==> src/source/board_pkg.sv <==
////////////////////////////////////////
// Shared widths, defaults and counter sizes for the board glue.
// Imported by every RTL block; top level takes its parameter
// defaults from here and passes them down
////////////////////////////////////////

package board_pkg;

  ////////////////////////////////////////
  // SPI host pin widths
  ////////////////////////////////////////

  localparam int unsigned spi_cs_w = 2;
  localparam int unsigned spi_sd_w = 4;

  ////////////////////////////////////////
  // Fan control
  ////////////////////////////////////////

  localparam int unsigned fan_set_w = 4;
  // One PWM period holds one step per setting value
  localparam int unsigned fan_steps = 2 ** fan_set_w;
  localparam int unsigned fan_prescale_default = 4;

  ////////////////////////////////////////
  // Clocking and synchronizers
  ////////////////////////////////////////

  localparam int unsigned sync_stages_default = 2;
  // 10 MHz / (2 * 5) gives a 1 MHz RTC
  localparam int unsigned rtc_half_default = 5;

endpackage

==> src/source/spi_pad_if.sv <==
////////////////////////////////////////
// SPI host pin bundle between the top-level wiring and the SD pads.
// Host side drives clock, selects and data out; pad side returns data in
////////////////////////////////////////

`timescale 1ns/1ns

interface spi_pad_if
  import board_pkg::*;
();

  // Serial clock and its pad enable
  logic                sck;
  logic                sck_en;

  // Chip selects, active low
  logic [spi_cs_w-1:0] csb;
  logic [spi_cs_w-1:0] csb_en;

  // Data lines, one enable per line
  logic [spi_sd_w-1:0] sd_out;
  logic [spi_sd_w-1:0] sd_en;
  logic [spi_sd_w-1:0] sd_in;

  modport host (
    output sck, sck_en, csb, csb_en, sd_out, sd_en,
    input  sd_in
  );

  modport pad (
    input  sck, sck_en, csb, csb_en, sd_out, sd_en,
    output sd_in
  );

endinterface

==> src/source/reset_sync.sv <==
////////////////////////////////////////
// Core reset generator. Board reset and debug reset request assert
// at once and release through a flop chain; test mode hands reset
// straight to the board pin for scan
////////////////////////////////////////

`timescale 1ns/1ns

module reset_sync
  import board_pkg::*;
#(
  parameter int unsigned sync_stages = sync_stages_default
) (
  input  logic clk_10,
  input  logic rst_n,
  input  logic dbg_rst_i,
  input  logic test_mode_i,
  output logic core_rst_no
);

  logic                   arst_n;
  logic [sync_stages-1:0] sync_q;

  // Either source pulls the chain low asynchronously
  assign arst_n = rst_n & ~dbg_rst_i;

  always_ff @(posedge clk_10, negedge arst_n) begin
    if (!arst_n) begin
      sync_q <= '0;
    end else begin
      sync_q[0] <= 1'b1;
      for (int i = 1; i < sync_stages; i++) begin
        sync_q[i] <= sync_q[i-1];
      end
    end
  end

  // Scan bypass
  assign core_rst_no = test_mode_i ? rst_n : sync_q[sync_stages-1];

  // Board reset must always reach the core, test mode or not
  a_board_rst_reaches_core : assert property (
    @(posedge clk_10) !rst_n |-> !core_rst_no
  );

endmodule

==> src/source/rtc_divider.sv <==
////////////////////////////////////////
// Real-time-clock divider. Produces a square wave of
// 2 * rtc_half clk_10 cycles for the timers
////////////////////////////////////////

`timescale 1ns/1ns

module rtc_divider
  import board_pkg::*;
#(
  parameter int unsigned rtc_half = rtc_half_default
) (
  input  logic clk_10,
  input  logic rst_n,
  output logic rtc_clk_o
);

  localparam int unsigned cnt_w = (rtc_half > 1) ? $clog2(rtc_half) : 1;

  logic [cnt_w-1:0] cnt_q;
  logic             wrap;

  assign wrap = (cnt_q == cnt_w'(rtc_half - 1));

  // Counter and output flip together on the wrap
  always_ff @(posedge clk_10, negedge rst_n) begin
    if (!rst_n) begin
      cnt_q     <= '0;
      rtc_clk_o <= 1'b0;
    end else if (wrap) begin
      cnt_q     <= '0;
      rtc_clk_o <= ~rtc_clk_o;
    end else begin
      cnt_q     <= cnt_q + 1'b1;
    end
  end

  // A runaway count would stretch the RTC period
  a_cnt_in_range : assert property (
    @(posedge clk_10) disable iff (!rst_n)
    cnt_q <= cnt_w'(rtc_half - 1)
  );

endmodule

==> src/source/fan_pwm.sv <==
////////////////////////////////////////
// Fan PWM from the board switches. Each period has fan_steps steps
// of fan_prescale cycles; output is high for setting steps
////////////////////////////////////////

`timescale 1ns/1ns

module fan_pwm
  import board_pkg::*;
#(
  parameter int unsigned fan_prescale = fan_prescale_default
) (
  input  logic                 clk_10,
  input  logic                 rst_n,
  input  logic [fan_set_w-1:0] fan_sw_i,
  output logic                 fan_pwm_o
);

  localparam int unsigned pre_w = (fan_prescale > 1) ? $clog2(fan_prescale) : 1;

  logic [fan_set_w-1:0] sw_meta_q;
  logic [fan_set_w-1:0] sw_sync_q;
  logic [pre_w-1:0]     pre_q;
  logic [fan_set_w-1:0] step_q;
  logic [fan_set_w-1:0] set_q;
  logic                 pre_wrap;
  logic                 step_wrap;
  logic                 period_end;

  assign pre_wrap   = (pre_q == pre_w'(fan_prescale - 1));
  assign step_wrap  = (step_q == fan_set_w'(fan_steps - 1));
  assign period_end = pre_wrap & step_wrap;

  ////////////////////////////////////////
  // Switch synchronizer
  ////////////////////////////////////////

  always_ff @(posedge clk_10, negedge rst_n) begin
    if (!rst_n) begin
      sw_meta_q <= '0;
      sw_sync_q <= '0;
    end else begin
      sw_meta_q <= fan_sw_i;
      sw_sync_q <= sw_meta_q;
    end
  end

  ////////////////////////////////////////
  // Step counting and duty compare
  ////////////////////////////////////////

  always_ff @(posedge clk_10, negedge rst_n) begin
    if (!rst_n) begin
      pre_q     <= '0;
      step_q    <= '0;
      set_q     <= '0;
      fan_pwm_o <= 1'b0;
    end else begin
      pre_q <= pre_wrap ? '0 : pre_q + 1'b1;
      if (pre_wrap) begin
        step_q <= step_wrap ? '0 : step_q + 1'b1;
      end
      // New setting takes effect with the next period
      if (period_end) begin
        set_q <= sw_sync_q;
      end
      fan_pwm_o <= (step_q < set_q);
    end
  end

  // Duty may not jump in the middle of a period
  a_set_only_at_boundary : assert property (
    @(posedge clk_10) disable iff (!rst_n)
    (set_q != $past(set_q)) |-> $past(period_end)
  );

endmodule

==> src/source/sd_pad_adapter.sv <==
////////////////////////////////////////
// SPI host to SD-card pads in SPI mode. Pads idle high while
// disabled or while no card sits in the slot
////////////////////////////////////////

`timescale 1ns/1ns

module sd_pad_adapter
  import board_pkg::*;
#(
  parameter int unsigned sync_stages = sync_stages_default
) (
  input  logic       clk_10,
  input  logic       rst_n,
  spi_pad_if.pad     spi,
  input  logic       sd_cd_i,
  input  logic       sd_dat0_i,
  output logic       sd_sclk_o,
  output logic       sd_cmd_o,
  output logic [3:0] sd_dat_o,
  output logic       card_present_o
);

  logic [sync_stages-1:0] cd_q;

  // Card detect switch is active low and asynchronous
  always_ff @(posedge clk_10, negedge rst_n) begin
    if (!rst_n) begin
      cd_q <= '0;
    end else begin
      cd_q[0] <= ~sd_cd_i;
      for (int i = 1; i < sync_stages; i++) begin
        cd_q[i] <= cd_q[i-1];
      end
    end
  end

  assign card_present_o = cd_q[sync_stages-1];

  ////////////////////////////////////////
  // Pad mapping
  ////////////////////////////////////////

  // SCK drives CLK, CS0 drives DAT3, MOSI drives CMD
  assign sd_sclk_o   = (card_present_o & spi.sck_en)    ? spi.sck       : 1'b1;
  assign sd_dat_o[3] = (card_present_o & spi.csb_en[0]) ? spi.csb[0]    : 1'b1;
  assign sd_cmd_o    = (card_present_o & spi.sd_en[0])  ? spi.sd_out[0] : 1'b1;

  // DAT1 and DAT2 unused in SPI mode; DAT0 is an input
  assign sd_dat_o[2:1] = 2'b11;
  assign sd_dat_o[0]   = 1'b1;

  // MISO comes back on data line 1
  always_comb begin
    spi.sd_in    = '0;
    spi.sd_in[1] = sd_dat0_i;
  end

endmodule

==> src/source/board_glue_top.sv <==
////////////////////////////////////////
// Board glue top level with plain pins. Instantiate in the board
// wrapper and connect clk_10 and the SPI host pins of the SoC
////////////////////////////////////////

`timescale 1ns/1ns

module board_glue_top
  import board_pkg::*;
#(
  parameter int unsigned sync_stages  = sync_stages_default,
  parameter int unsigned rtc_half     = rtc_half_default,
  parameter int unsigned fan_prescale = fan_prescale_default
) (
  input  logic                 clk_10,
  input  logic                 rst_n,
  input  logic                 dbg_rst_i,
  input  logic                 test_mode_i,
  // Fan and RTC
  input  logic [fan_set_w-1:0] fan_sw_i,
  output logic                 fan_pwm_o,
  output logic                 rtc_clk_o,
  // SPI host pins
  input  logic                 spi_sck_i,
  input  logic                 spi_sck_en_i,
  input  logic [spi_cs_w-1:0]  spi_csb_i,
  input  logic [spi_cs_w-1:0]  spi_csb_en_i,
  input  logic [spi_sd_w-1:0]  spi_sd_i,
  input  logic [spi_sd_w-1:0]  spi_sd_en_i,
  output logic [spi_sd_w-1:0]  spi_sd_o,
  // SD card pads
  input  logic                 sd_cd_i,
  input  logic                 sd_dat0_i,
  output logic                 sd_sclk_o,
  output logic                 sd_cmd_o,
  output logic [3:0]           sd_dat_o,
  output logic                 card_present_o
);

  logic core_rst_n;

  spi_pad_if spi_bus ();

  // Host side of the bundle
  assign spi_bus.sck    = spi_sck_i;
  assign spi_bus.sck_en = spi_sck_en_i;
  assign spi_bus.csb    = spi_csb_i;
  assign spi_bus.csb_en = spi_csb_en_i;
  assign spi_bus.sd_out = spi_sd_i;
  assign spi_bus.sd_en  = spi_sd_en_i;
  assign spi_sd_o       = spi_bus.sd_in;

  reset_sync #(
    .sync_stages ( sync_stages )
  ) i_reset_sync (
    .clk_10      ( clk_10      ),
    .rst_n       ( rst_n       ),
    .dbg_rst_i   ( dbg_rst_i   ),
    .test_mode_i ( test_mode_i ),
    .core_rst_no ( core_rst_n  )
  );

  rtc_divider #(
    .rtc_half  ( rtc_half   )
  ) i_rtc_divider (
    .clk_10    ( clk_10     ),
    .rst_n     ( core_rst_n ),
    .rtc_clk_o ( rtc_clk_o  )
  );

  fan_pwm #(
    .fan_prescale ( fan_prescale )
  ) i_fan_pwm (
    .clk_10    ( clk_10     ),
    .rst_n     ( core_rst_n ),
    .fan_sw_i  ( fan_sw_i   ),
    .fan_pwm_o ( fan_pwm_o  )
  );

  sd_pad_adapter #(
    .sync_stages    ( sync_stages    )
  ) i_sd_pad_adapter (
    .clk_10         ( clk_10         ),
    .rst_n          ( core_rst_n     ),
    .spi            ( spi_bus.pad    ),
    .sd_cd_i        ( sd_cd_i        ),
    .sd_dat0_i      ( sd_dat0_i      ),
    .sd_sclk_o      ( sd_sclk_o      ),
    .sd_cmd_o       ( sd_cmd_o       ),
    .sd_dat_o       ( sd_dat_o       ),
    .card_present_o ( card_present_o )
  );

endmodule

==> config.mk <==
export PLATFORM = sky130hd
export DESIGN_NAME = board_glue_top
export DESIGN_NICKNAME = d
export VERILOG_FILES = /design/src/source/board_pkg.sv /design/src/source/spi_pad_if.sv /design/src/source/reset_sync.sv /design/src/source/rtc_divider.sv /design/src/source/fan_pwm.sv /design/src/source/sd_pad_adapter.sv /design/src/source/board_glue_top.sv
export SDC_FILE = /design/constraint.sdc
export NUM_CORES = 1
export LEC_CHECK = 0
export BUFFER_PORTS_ARGS = -buffer_cell sky130_fd_sc_hd__buf_2
export CAP_MARGIN = 20
export CELL_PAD_IN_SITES_DETAIL_PLACEMENT = 1
export CELL_PAD_IN_SITES_GLOBAL_PLACEMENT = 1
export CORE_UTILIZATION = 38
export CTS_CLUSTER_SIZE = 40
export DETAILED_ROUTE_END_ITERATION = 8
export PLACE_DENSITY_LB_ADDON = 0.05
export SYNTH_ARGS = -nofsm -noshare
export SYNTH_HDL_FRONTEND = slang
export SYNTH_SLANG_ARGS = --single-unit
==> constraint.sdc <==
create_clock -name clk_10 -period 0.9 [get_ports clk_10]
set_input_delay 0.135 -clock clk_10 [delete_from_list [all_inputs] [get_ports clk_10]]
set_output_delay 0.135 -clock clk_10 [all_outputs]
set_load 0.01 [all_outputs]
* After elaboration in Yosys (flattened, before gate mapping)
Cells that the tools add are included.
** Storage, ports and cells
- Latch bits :: 0
- Logic and storage cells :: 32
- Bits in read-only memories :: 0
- Bits in writable memories :: 0
- Output and inout bits :: 13
- Memories :: 0
- Register bits after elaboration :: 27
- Bits of input ports :: 24
** Cells by class
- Add/sub/neg operators :: 3
- Mux-type cells :: 7
- Bitwise operators :: 8
- Shifts and indexed selects :: 0
- Reductions and logical operators :: 0
- Equality and inequality tests :: 3
- Div/mod/pow operators :: 0
- $lt $le $gt $ge :: 1
- Multipliers :: 0
** Operators with widths (number)
- $and A1 B1 Y1 :: 5
- $add A4 B1 Y4 const B :: 1
- $eq A4 B4 Y1 const B :: 1
- $lt A4 B4 Y1 :: 1
- $mux W1 :: 4
- $mux W4 :: 1
- $add A3 B1 Y3 const B :: 1
- $eq A3 B3 Y1 const B :: 1
- $mux W3 :: 1
- $not A1 Y1 :: 3
- $add A2 B1 Y2 const B :: 1
- $eq A2 B2 Y1 const B :: 1
- $mux W2 :: 1

* Longest topological paths before layout
Gate-level depths: netlist (run 1).
- Depth after elaboration :: 2
- Mapped depth :: 5
- Mapped depth without buffers :: 4

* By module
A second synthesis (run 1) with hierarchy kept.
** Unflattened totals
- Cells, all modules :: 84
- Area, all modules :: 1094.8 µm²
** Modules (own cells, without submodules)
- fan_pwm :: instances 1, seq. area each 475.5 µm², cells an instance 51, area an instance 714.4 µm²
- rtc_divider :: instances 1, seq. area each 100.1 µm², cells an instance 13, area an instance 168.9 µm²
- sd_pad_adapter :: instances 1, seq. area each 50.0 µm², cells an instance 15, area an instance 136.4 µm²
- reset_sync :: instances 1, seq. area each 50.0 µm², cells an instance 5, area an instance 75.1 µm²

* Worst setup path before layout (run 1)
Ideal clock, no wire load.
- Path kind :: reg2reg
- From :: register i_fan_pwm.pre_q[0]
- To :: register i_fan_pwm.set_q[0]
- Data arrival time :: 1.147 ns
- Library setup time :: 0.125 ns
- Buffers on the path :: 1
- Period minus slack after synthesis :: 1.272 ns
- Cell stages (with the launch flop) :: 5
- Path slack :: -0.372 ns
- Required time :: 0.775 ns
- Cell sequence :: dfrtp_1 -> ha_1 -> buf_4 -> nand4_2 -> mux2_2
** On the way
- Longest elaborated chain between the ends :: 2
** RTL lines
- start, declared :: line fan_pwm.sv:23 : logic [pre_w-1:0] pre_q;
- start signal, assigned :: line fan_pwm.sv:59 : pre_q <= pre_wrap ? '0 : pre_q + 1'b1;
- $eq A2 B2 Y1 :: line fan_pwm.sv:30 : assign pre_wrap = (pre_q == pre_w'(fan_prescale - 1));
- $and A1 B1 Y1 :: line fan_pwm.sv:32 : assign period_end = pre_wrap & step_wrap;
- end signal, assigned :: line fan_pwm.sv:65 : set_q <= sw_sync_q;
- end, declared :: line fan_pwm.sv:25 : logic [fan_set_w-1:0] set_q;
Every way passes these cells.
A chain may end at the register's enable or synchronous reset.

* Final worst setup path (run 1)
- From :: register i_fan_pwm.step_q[1]
- To :: register i_fan_pwm.fan_pwm_o
** On the way
- Longest elaborated chain between the ends :: 1
** RTL lines
- start, declared :: line fan_pwm.sv:24 : logic [fan_set_w-1:0] step_q;
- start signal, assigned :: line fan_pwm.sv:61 : step_q <= step_wrap ? '0 : step_q + 1'b1;
- $lt A4 B4 Y1 :: line fan_pwm.sv:67 : fan_pwm_o <= (step_q < set_q);
- end signal, assigned :: line fan_pwm.sv:67
- end, declared :: line fan_pwm.sv:16 : output logic fan_pwm_o
Every way passes these cells.

==> results.yml, run 1 <==
global_route:
  use_met2: 0.262
  grt_use_met1: 0.141
  busiest_layer: "met2"
  track_usage: 0.136
  grt_pass1_vias: 791
  antenna_found_initial: 0
  grtUsageMet3: 0.0233
  grt_max_degree: 26
  grt_pass1_wl_um: 3240
  overflow: 0
pwr:
  p_total_w: 0.00192
  ir_drop_v: 0.00105
  powerDensity_nw_per_um2: 1250
  p_leak_nw: 0.747
timing:
  period_share: 1.36
  maxSlewViolCount: 0
  timing.final.ws_setup_ps: -326
  fmax_mhz: 816
  clock_skew_ps: 6.61
  hold_violations: 0
  setup_viol: 18
  period_minus_slack_ps: 1230
  grt_setup_unrepaired: "true"
route:
  dr.pass1.iters: 2
  routed_wl_um: 1990
  antenna_left: 0
  viasPerCell: 4.41
  route.detailed.drc: 0
  num_vias: 706
  wire_per_inst_um: 12.4
  drt_iter0_drc: 1
clock_tree:
  cts_tree: "yes"
  htree_levels: 1
  clk_pin_slew_ps: 150
  clockRootBuffer: "clkbuf_4"
  clockBufferDepth: 2
  cts_made_buffers: 3
  clk_latency_ps: 330
  cts.sinks: 27
cells_and_area:
  area_growth_pct: 39.8
  diodes: 0
  fin_cells: 160
  final_nets: 161
  layout-drive-gt1-share: 0.465
min_path:
  hp-class: "primary input to async pin"
run:
  drv_cap: 0
outcome:
  status: "complete, but fails checks"
  violations: "negative setup slack"
critical_path:
  cp_cell_sequence: "ha_1 > a2111oi_2 > or3_1"
  cp-end-kind: "register"
  critPathKind: "register to register"
  cp_max_fo: 3
  worst_path_largest_cell_delay_ps: 430
  critPathSlowestCell: "dfrtp_1"
  startpoint_type: "register"
  cp.required_ps: 1130
  worst_ep_arrival_time_ps: 1450
synth:
  syn-cell-area_um2: 1100
  synth_top_cells_by_area: "dfrtp_1, ha_1, mux2_2"
  synth_edf_count: 0
  synth_cell_types: 23
  syn_avg_cell_area_um2: 13.5
  async_flop_share: 1.00
  synth_ff_type: "dfrtp_1"
  ys_ff_latch: 27
  synth_top_area_share: 0.616
  yosysMostFrequentCell: "dfrtp_1"
  synthCells: 81
  synthTopCellsByCount: "dfrtp_1, buf_4, ha_1"
  synth_area_leader_cell: "dfrtp_1"
  ys.warnings.count: 0
  seq_area_frac_synth: 0.616
placement:
  io_buffers: 20
  place_inst: 142
  place_hpwl_um: 1290
  place.gp.congestion: 0.652
floorplan:
  die_w_um: 55.7
  die_area_um2: 3100
  start_util: 0.401
  rows: 19
  core_um2: 2730
  num_io_pins: 37
  die_h_um: 55.7
[layout make-up]
class / count / area (um^2)
Sequential cell: 27 / 676
Multi-Input combinational cell: 45 / 425
Fill cell: 275 / 1200
Inverter: 6 / 22.5
Timing Repair Buffer: 47 / 343
Clock inverter: 1 / 5.00
Tap cell: 31 / 38.8
Clock buffer: 3 / 22.5
[cell usage in the layout, fill, tap and decap left out, types with 2 or more instances in the layout]
cell type / instances
inv_1: 6
buf_6: 2
buf_2: 20
conb_1: 7
buf_4: 16
ha_2: 3
mux2_4: 5
nand3b_1: 3
o21ai_0: 2
ha_1: 3
dfrtp_1: 27
dlygate4sd3_1: 8
clkbuf_4: 3
nand2_1: 2
xnor2_1: 2
nand2b_4: 2
[cell families (layout without fill, tap and decap cells)]
family / Yosys count / count (layout) / synth area share
AOI/OAI and AO/OA: 5 / 5 / 0.0320
xor gates and xnor gates: 3 / 3 / 0.0240
adders and majority gates: 7 / 7 / 0.0799
buffers and inverters: 14 / 57 / 0.0753
DFF: 27 / 27 / 0.616
muxes: 7 / 7 / 0.0708
other: 2 / 7 / 0.00685
and+or+nand+nor: 16 / 16 / 0.0948
[per-layer routing]
layer,vias to the layer above,routed length (um)
met5,-,0
met4,0,23
met3,2,46
met2,11,1110
met1,348,809
li1,345,-
[flip-flops by register name, indices dropped and copies added (netlist names)]
register	flops
i_fan_pwm.set_q	4
i_reset_sync.sync_q	2
i_fan_pwm.fan_pwm_o	1
i_fan_pwm.step_q	4
i_fan_pwm.sw_meta_q	4
i_fan_pwm.pre_q	2
i_fan_pwm.sw_sync_q	4
i_rtc_divider.rtc_clk_o	1
i_rtc_divider.cnt_q	3
i_sd_pad_adapter.cd_q	2
[metrics by stage]
stage	area, um^2	setup slack [ps]	util	hold slack [ps]	setup TNS [ps]
6_report	1530	-326	0.561	253	-3320
3_3_place_gp	1330	-297	0.486	47.3	-2240
3_5_place_dp	1330	-323	0.486	52.2	-2470
4_1_cts	1500	-337	0.549	217	-3600
5_1_grt	1530	-367	0.561	270	-4190
2_1_floorplan	1140	-298	-	-61.9	-1900
[power by group]
group          switching (W)  internal [W]
clock               0.000362      0.000167
combinational      0.0000690     0.0000704
sequential        0.00000804       0.00124
[final timing paths]
path	startpoint	end	slack (ps)	depth (start not counted)
setup / recovery	i_fan_pwm.step_q[1]$_DFFE_PN0N_	i_fan_pwm.fan_pwm_o$_DFF_PN0_	-330	3
hold / removal	dbg_rst_i	i_reset_sync.sync_q[1]$_DFF_PN0_	250	3
setup reg to reg	i_fan_pwm.step_q[1]$_DFFE_PN0N_	i_fan_pwm.fan_pwm_o$_DFF_PN0_	-330	3
hold reg to reg	i_reset_sync.sync_q[1]$_DFF_PN0_	i_fan_pwm.sw_sync_q[2]$_DFF_PN0_	340	2
max in group asynchronous	test_mode_i	i_fan_pwm.pre_q[0]$_DFF_PN0_	220	4
min in group clk_10	sd_dat0_i	spi_sd_o[1]	270	0
[repair_timing]
item,4_1_cts,5_1_grt
endpoints found under the setup margin,18,18
hold endpoints to repair,32,0
setup buffers,4,2
hold buffers,8,0
gates resized for setup,7,5
pin swaps,6,1
[worst max-delay path: cells and delay by family, from the launching register on]
family          cells  cell delay, ps
compound gates      1              60
fa+ha+maj           1             300
simple gates        1             340
flops               1             430
Power figures use the tool's default switching activity.
==> inputs of run 2 (changes only) <==
--- a/config.mk
+++ b/config.mk
@@ -12,6 +12,7 @@
 export CORE_UTILIZATION = 38
 export CTS_CLUSTER_SIZE = 40
 export DETAILED_ROUTE_END_ITERATION = 8
+export HOLD_SLACK_MARGIN = 0.15
 export PLACE_DENSITY_LB_ADDON = 0.05
 export SYNTH_ARGS = -nofsm -noshare
 export SYNTH_HDL_FRONTEND = slang
==> constraint.sdc (replaced) <==
create_clock -name clk_10 -period 0.9 [get_ports clk_10]
set_input_delay 0.09 -clock clk_10 [delete_from_list [all_inputs] [get_ports clk_10]]
set_output_delay 0.09 -clock clk_10 [all_outputs]
set_load 0.01 [all_outputs]
==> run 2 against run 1 <==
The flow still finishes with violations (negative setup slack). Sequential share of layout area did not move. Sequential power barely moved. Non-clock buffer count did not move. Critical path depth did not move. Utilization did not move. Power did not move.
==> results.yml, run 2 (same netlist as run 1, synthesis figures left out) <==
timing:
  setup_viol: 18
  clock_skew_ps: 6.61
  maxSlewViolCount: 0
  period_minus_slack_ps: 1230
  fmax_mhz: 816
  hold_violations: 0
  timing.final.ws_setup_ps: -326
  finalSetupTns_ps: -3050
  period_share: 1.36
  holdWs_ps: 180
  grt_setup_unrepaired: "true"
placement:
  place.gp.congestion: 0.652
  place_ws_ps: -323
  place_hpwl_um: 1290
  place_inst: 142
  io_buffers: 20
clock_tree:
  htree_levels: 1
  clockBufferDepth: 2
  clockRootBuffer: "clkbuf_4"
  clk_pin_slew_ps: 150
  cts_tree: "yes"
  cts_made_buffers: 3
  clk_latency_ps: 330
  cts.sinks: 27
critical_path:
  r2r-start: "i_fan_pwm.step_q[1]$_DFFE_PN0N_"
  worst-r2r-setup-slack_ps: -330
  startpoint_type: "register"
  worst_ep_arrival_time_ps: 1450
  cp-end-kind: "register"
  cp.required_ps: 1130
  endpoint: "i_fan_pwm.fan_pwm_o$_DFF_PN0_"
  timing.rr.end: "i_fan_pwm.fan_pwm_o$_DFF_PN0_"
  cp_max_fo: 3
  crit_path_start: "i_fan_pwm.step_q[1]$_DFFE_PN0N_"
  r2r_cells: 3
  critPathKind: "register to register"
min_path:
  hp-class: "primary input to output pin"
route:
  drt-met1-wl_um: 809
  wire_per_inst_um: 12.4
  highest_layer: "met4"
  drt_iter0_drc: 1
  viasPerCell: 4.41
  dr.pass1.iters: 2
  wl_met3_um: 46
  dr_wl_met2_um: 1110
  num_vias: 706
  antenna_left: 0
  routed_wl_um: 1990
  route.detailed.drc: 0
outcome:
  violations: "negative setup slack"
  status: "complete, but fails checks"
global_route:
  grt_pass1_vias: 791
  antenna_found_initial: 0
  grt_pass1_wl_um: 3240
  grt_max_degree: 26
  overflow: 0
  track_usage: 0.136
cells_and_area:
  area_growth_pct: 39.8
  final_cell_mix: "dfrtp_1, buf_2, buf_4"
  final_nets: 161
  layout-drive-gt1-share: 0.465
  diodes: 0
  fin_cells: 160
  final_common_cell: "dfrtp_1"
floorplan:
  core_um2: 2730
  num_io_pins: 37
  die_h_um: 55.7
  die_area_um2: 3100
  start_util: 0.401
  die_w_um: 55.7
  rows: 19
pwr:
  p_leak_nw: 0.747
  powerDensity_nw_per_um2: 1250
  ir_drop_v: 0.00105
  p_total_w: 0.00192
run:
  drv_cap: 0
## run 2: cell counts in the layout (fill, tap and decap cells not counted)
No cell type changed its count.
## run 2: power breakdown
group	total (W)	leakage [nW]	internal, W	switching [W]
clock network	0.000529	0.0177	0.000167	0.000362
logic	0.000139	0.403	0.0000704	0.0000690
registers	0.00125	0.327	0.00124	0.00000804
total	0.00192	0.747	0.00148	0.000439
## run 2: area by class of cell
| cell class | count | area (um^2) |
|---|---|---|
| clock buffer | 3 | 22.5 |
| inverter | 6 | 22.5 |
| tap | 31 | 38.8 |
| fill | 275 | 1200 |
| sequential | 27 | 676 |
| timing repair buffer | 47 | 343 |
| multi-input combinational | 45 | 425 |
| clock inverter | 1 | 5.00 |
## run 2: repair_timing
item,in CTS,in global routing
setup endpoints to repair,18,18
cloned,0,0
setup buffers,4,2
pin swaps,6,1
hold buffers,8,0
gates resized for setup,7,5
endpoints found under the hold margin,32,0
## run 2: worst min path at each step
stage / to / cells past startpoint / slack (ps) / start
final: spi_sd_o[1] / 0 / 180 / sd_dat0_i
after global placement: i_reset_sync.sync_q[1]$_DFF_PN0_ / 2 / 2 / dbg_rst_i
after floorplan: i_reset_sync.sync_q[0]$_DFF_PN0_ / 1 / -110 / dbg_rst_i
after CTS: i_reset_sync.sync_q[0]$_DFF_PN0_ / 3 / 170 / rst_n
after detailed placement: i_reset_sync.sync_q[1]$_DFF_PN0_ / 2 / 7 / dbg_rst_i
after global routing: spi_sd_o[1] / 0 / 180 / sd_dat0_i
## run 2: stage by stage
stage,utilization,instance area (um^2)
after floorplan,-,1140
after global placement,0.486,1330
after CTS,0.549,1500
after detailed placement,0.486,1330
after global routing,0.561,1530
final,0.561,1530
## run 2: worst max-delay path, stage by stage (launching register included)
cell and delay, ps:
dfrtp_1 430, ha_1 300, a2111oi_2 60, or3_1 340
## run 2: layer usage
| layer | vias up | GRT usage |
|---|---|---|
| li1 | 345 | - |
| met1 | 348 | 0.141 |
| met2 | 11 | 0.262 |
| met3 | 2 | 0.0233 |
| met4 | 0 | 0.0643 |
| met5 | - | 0 |
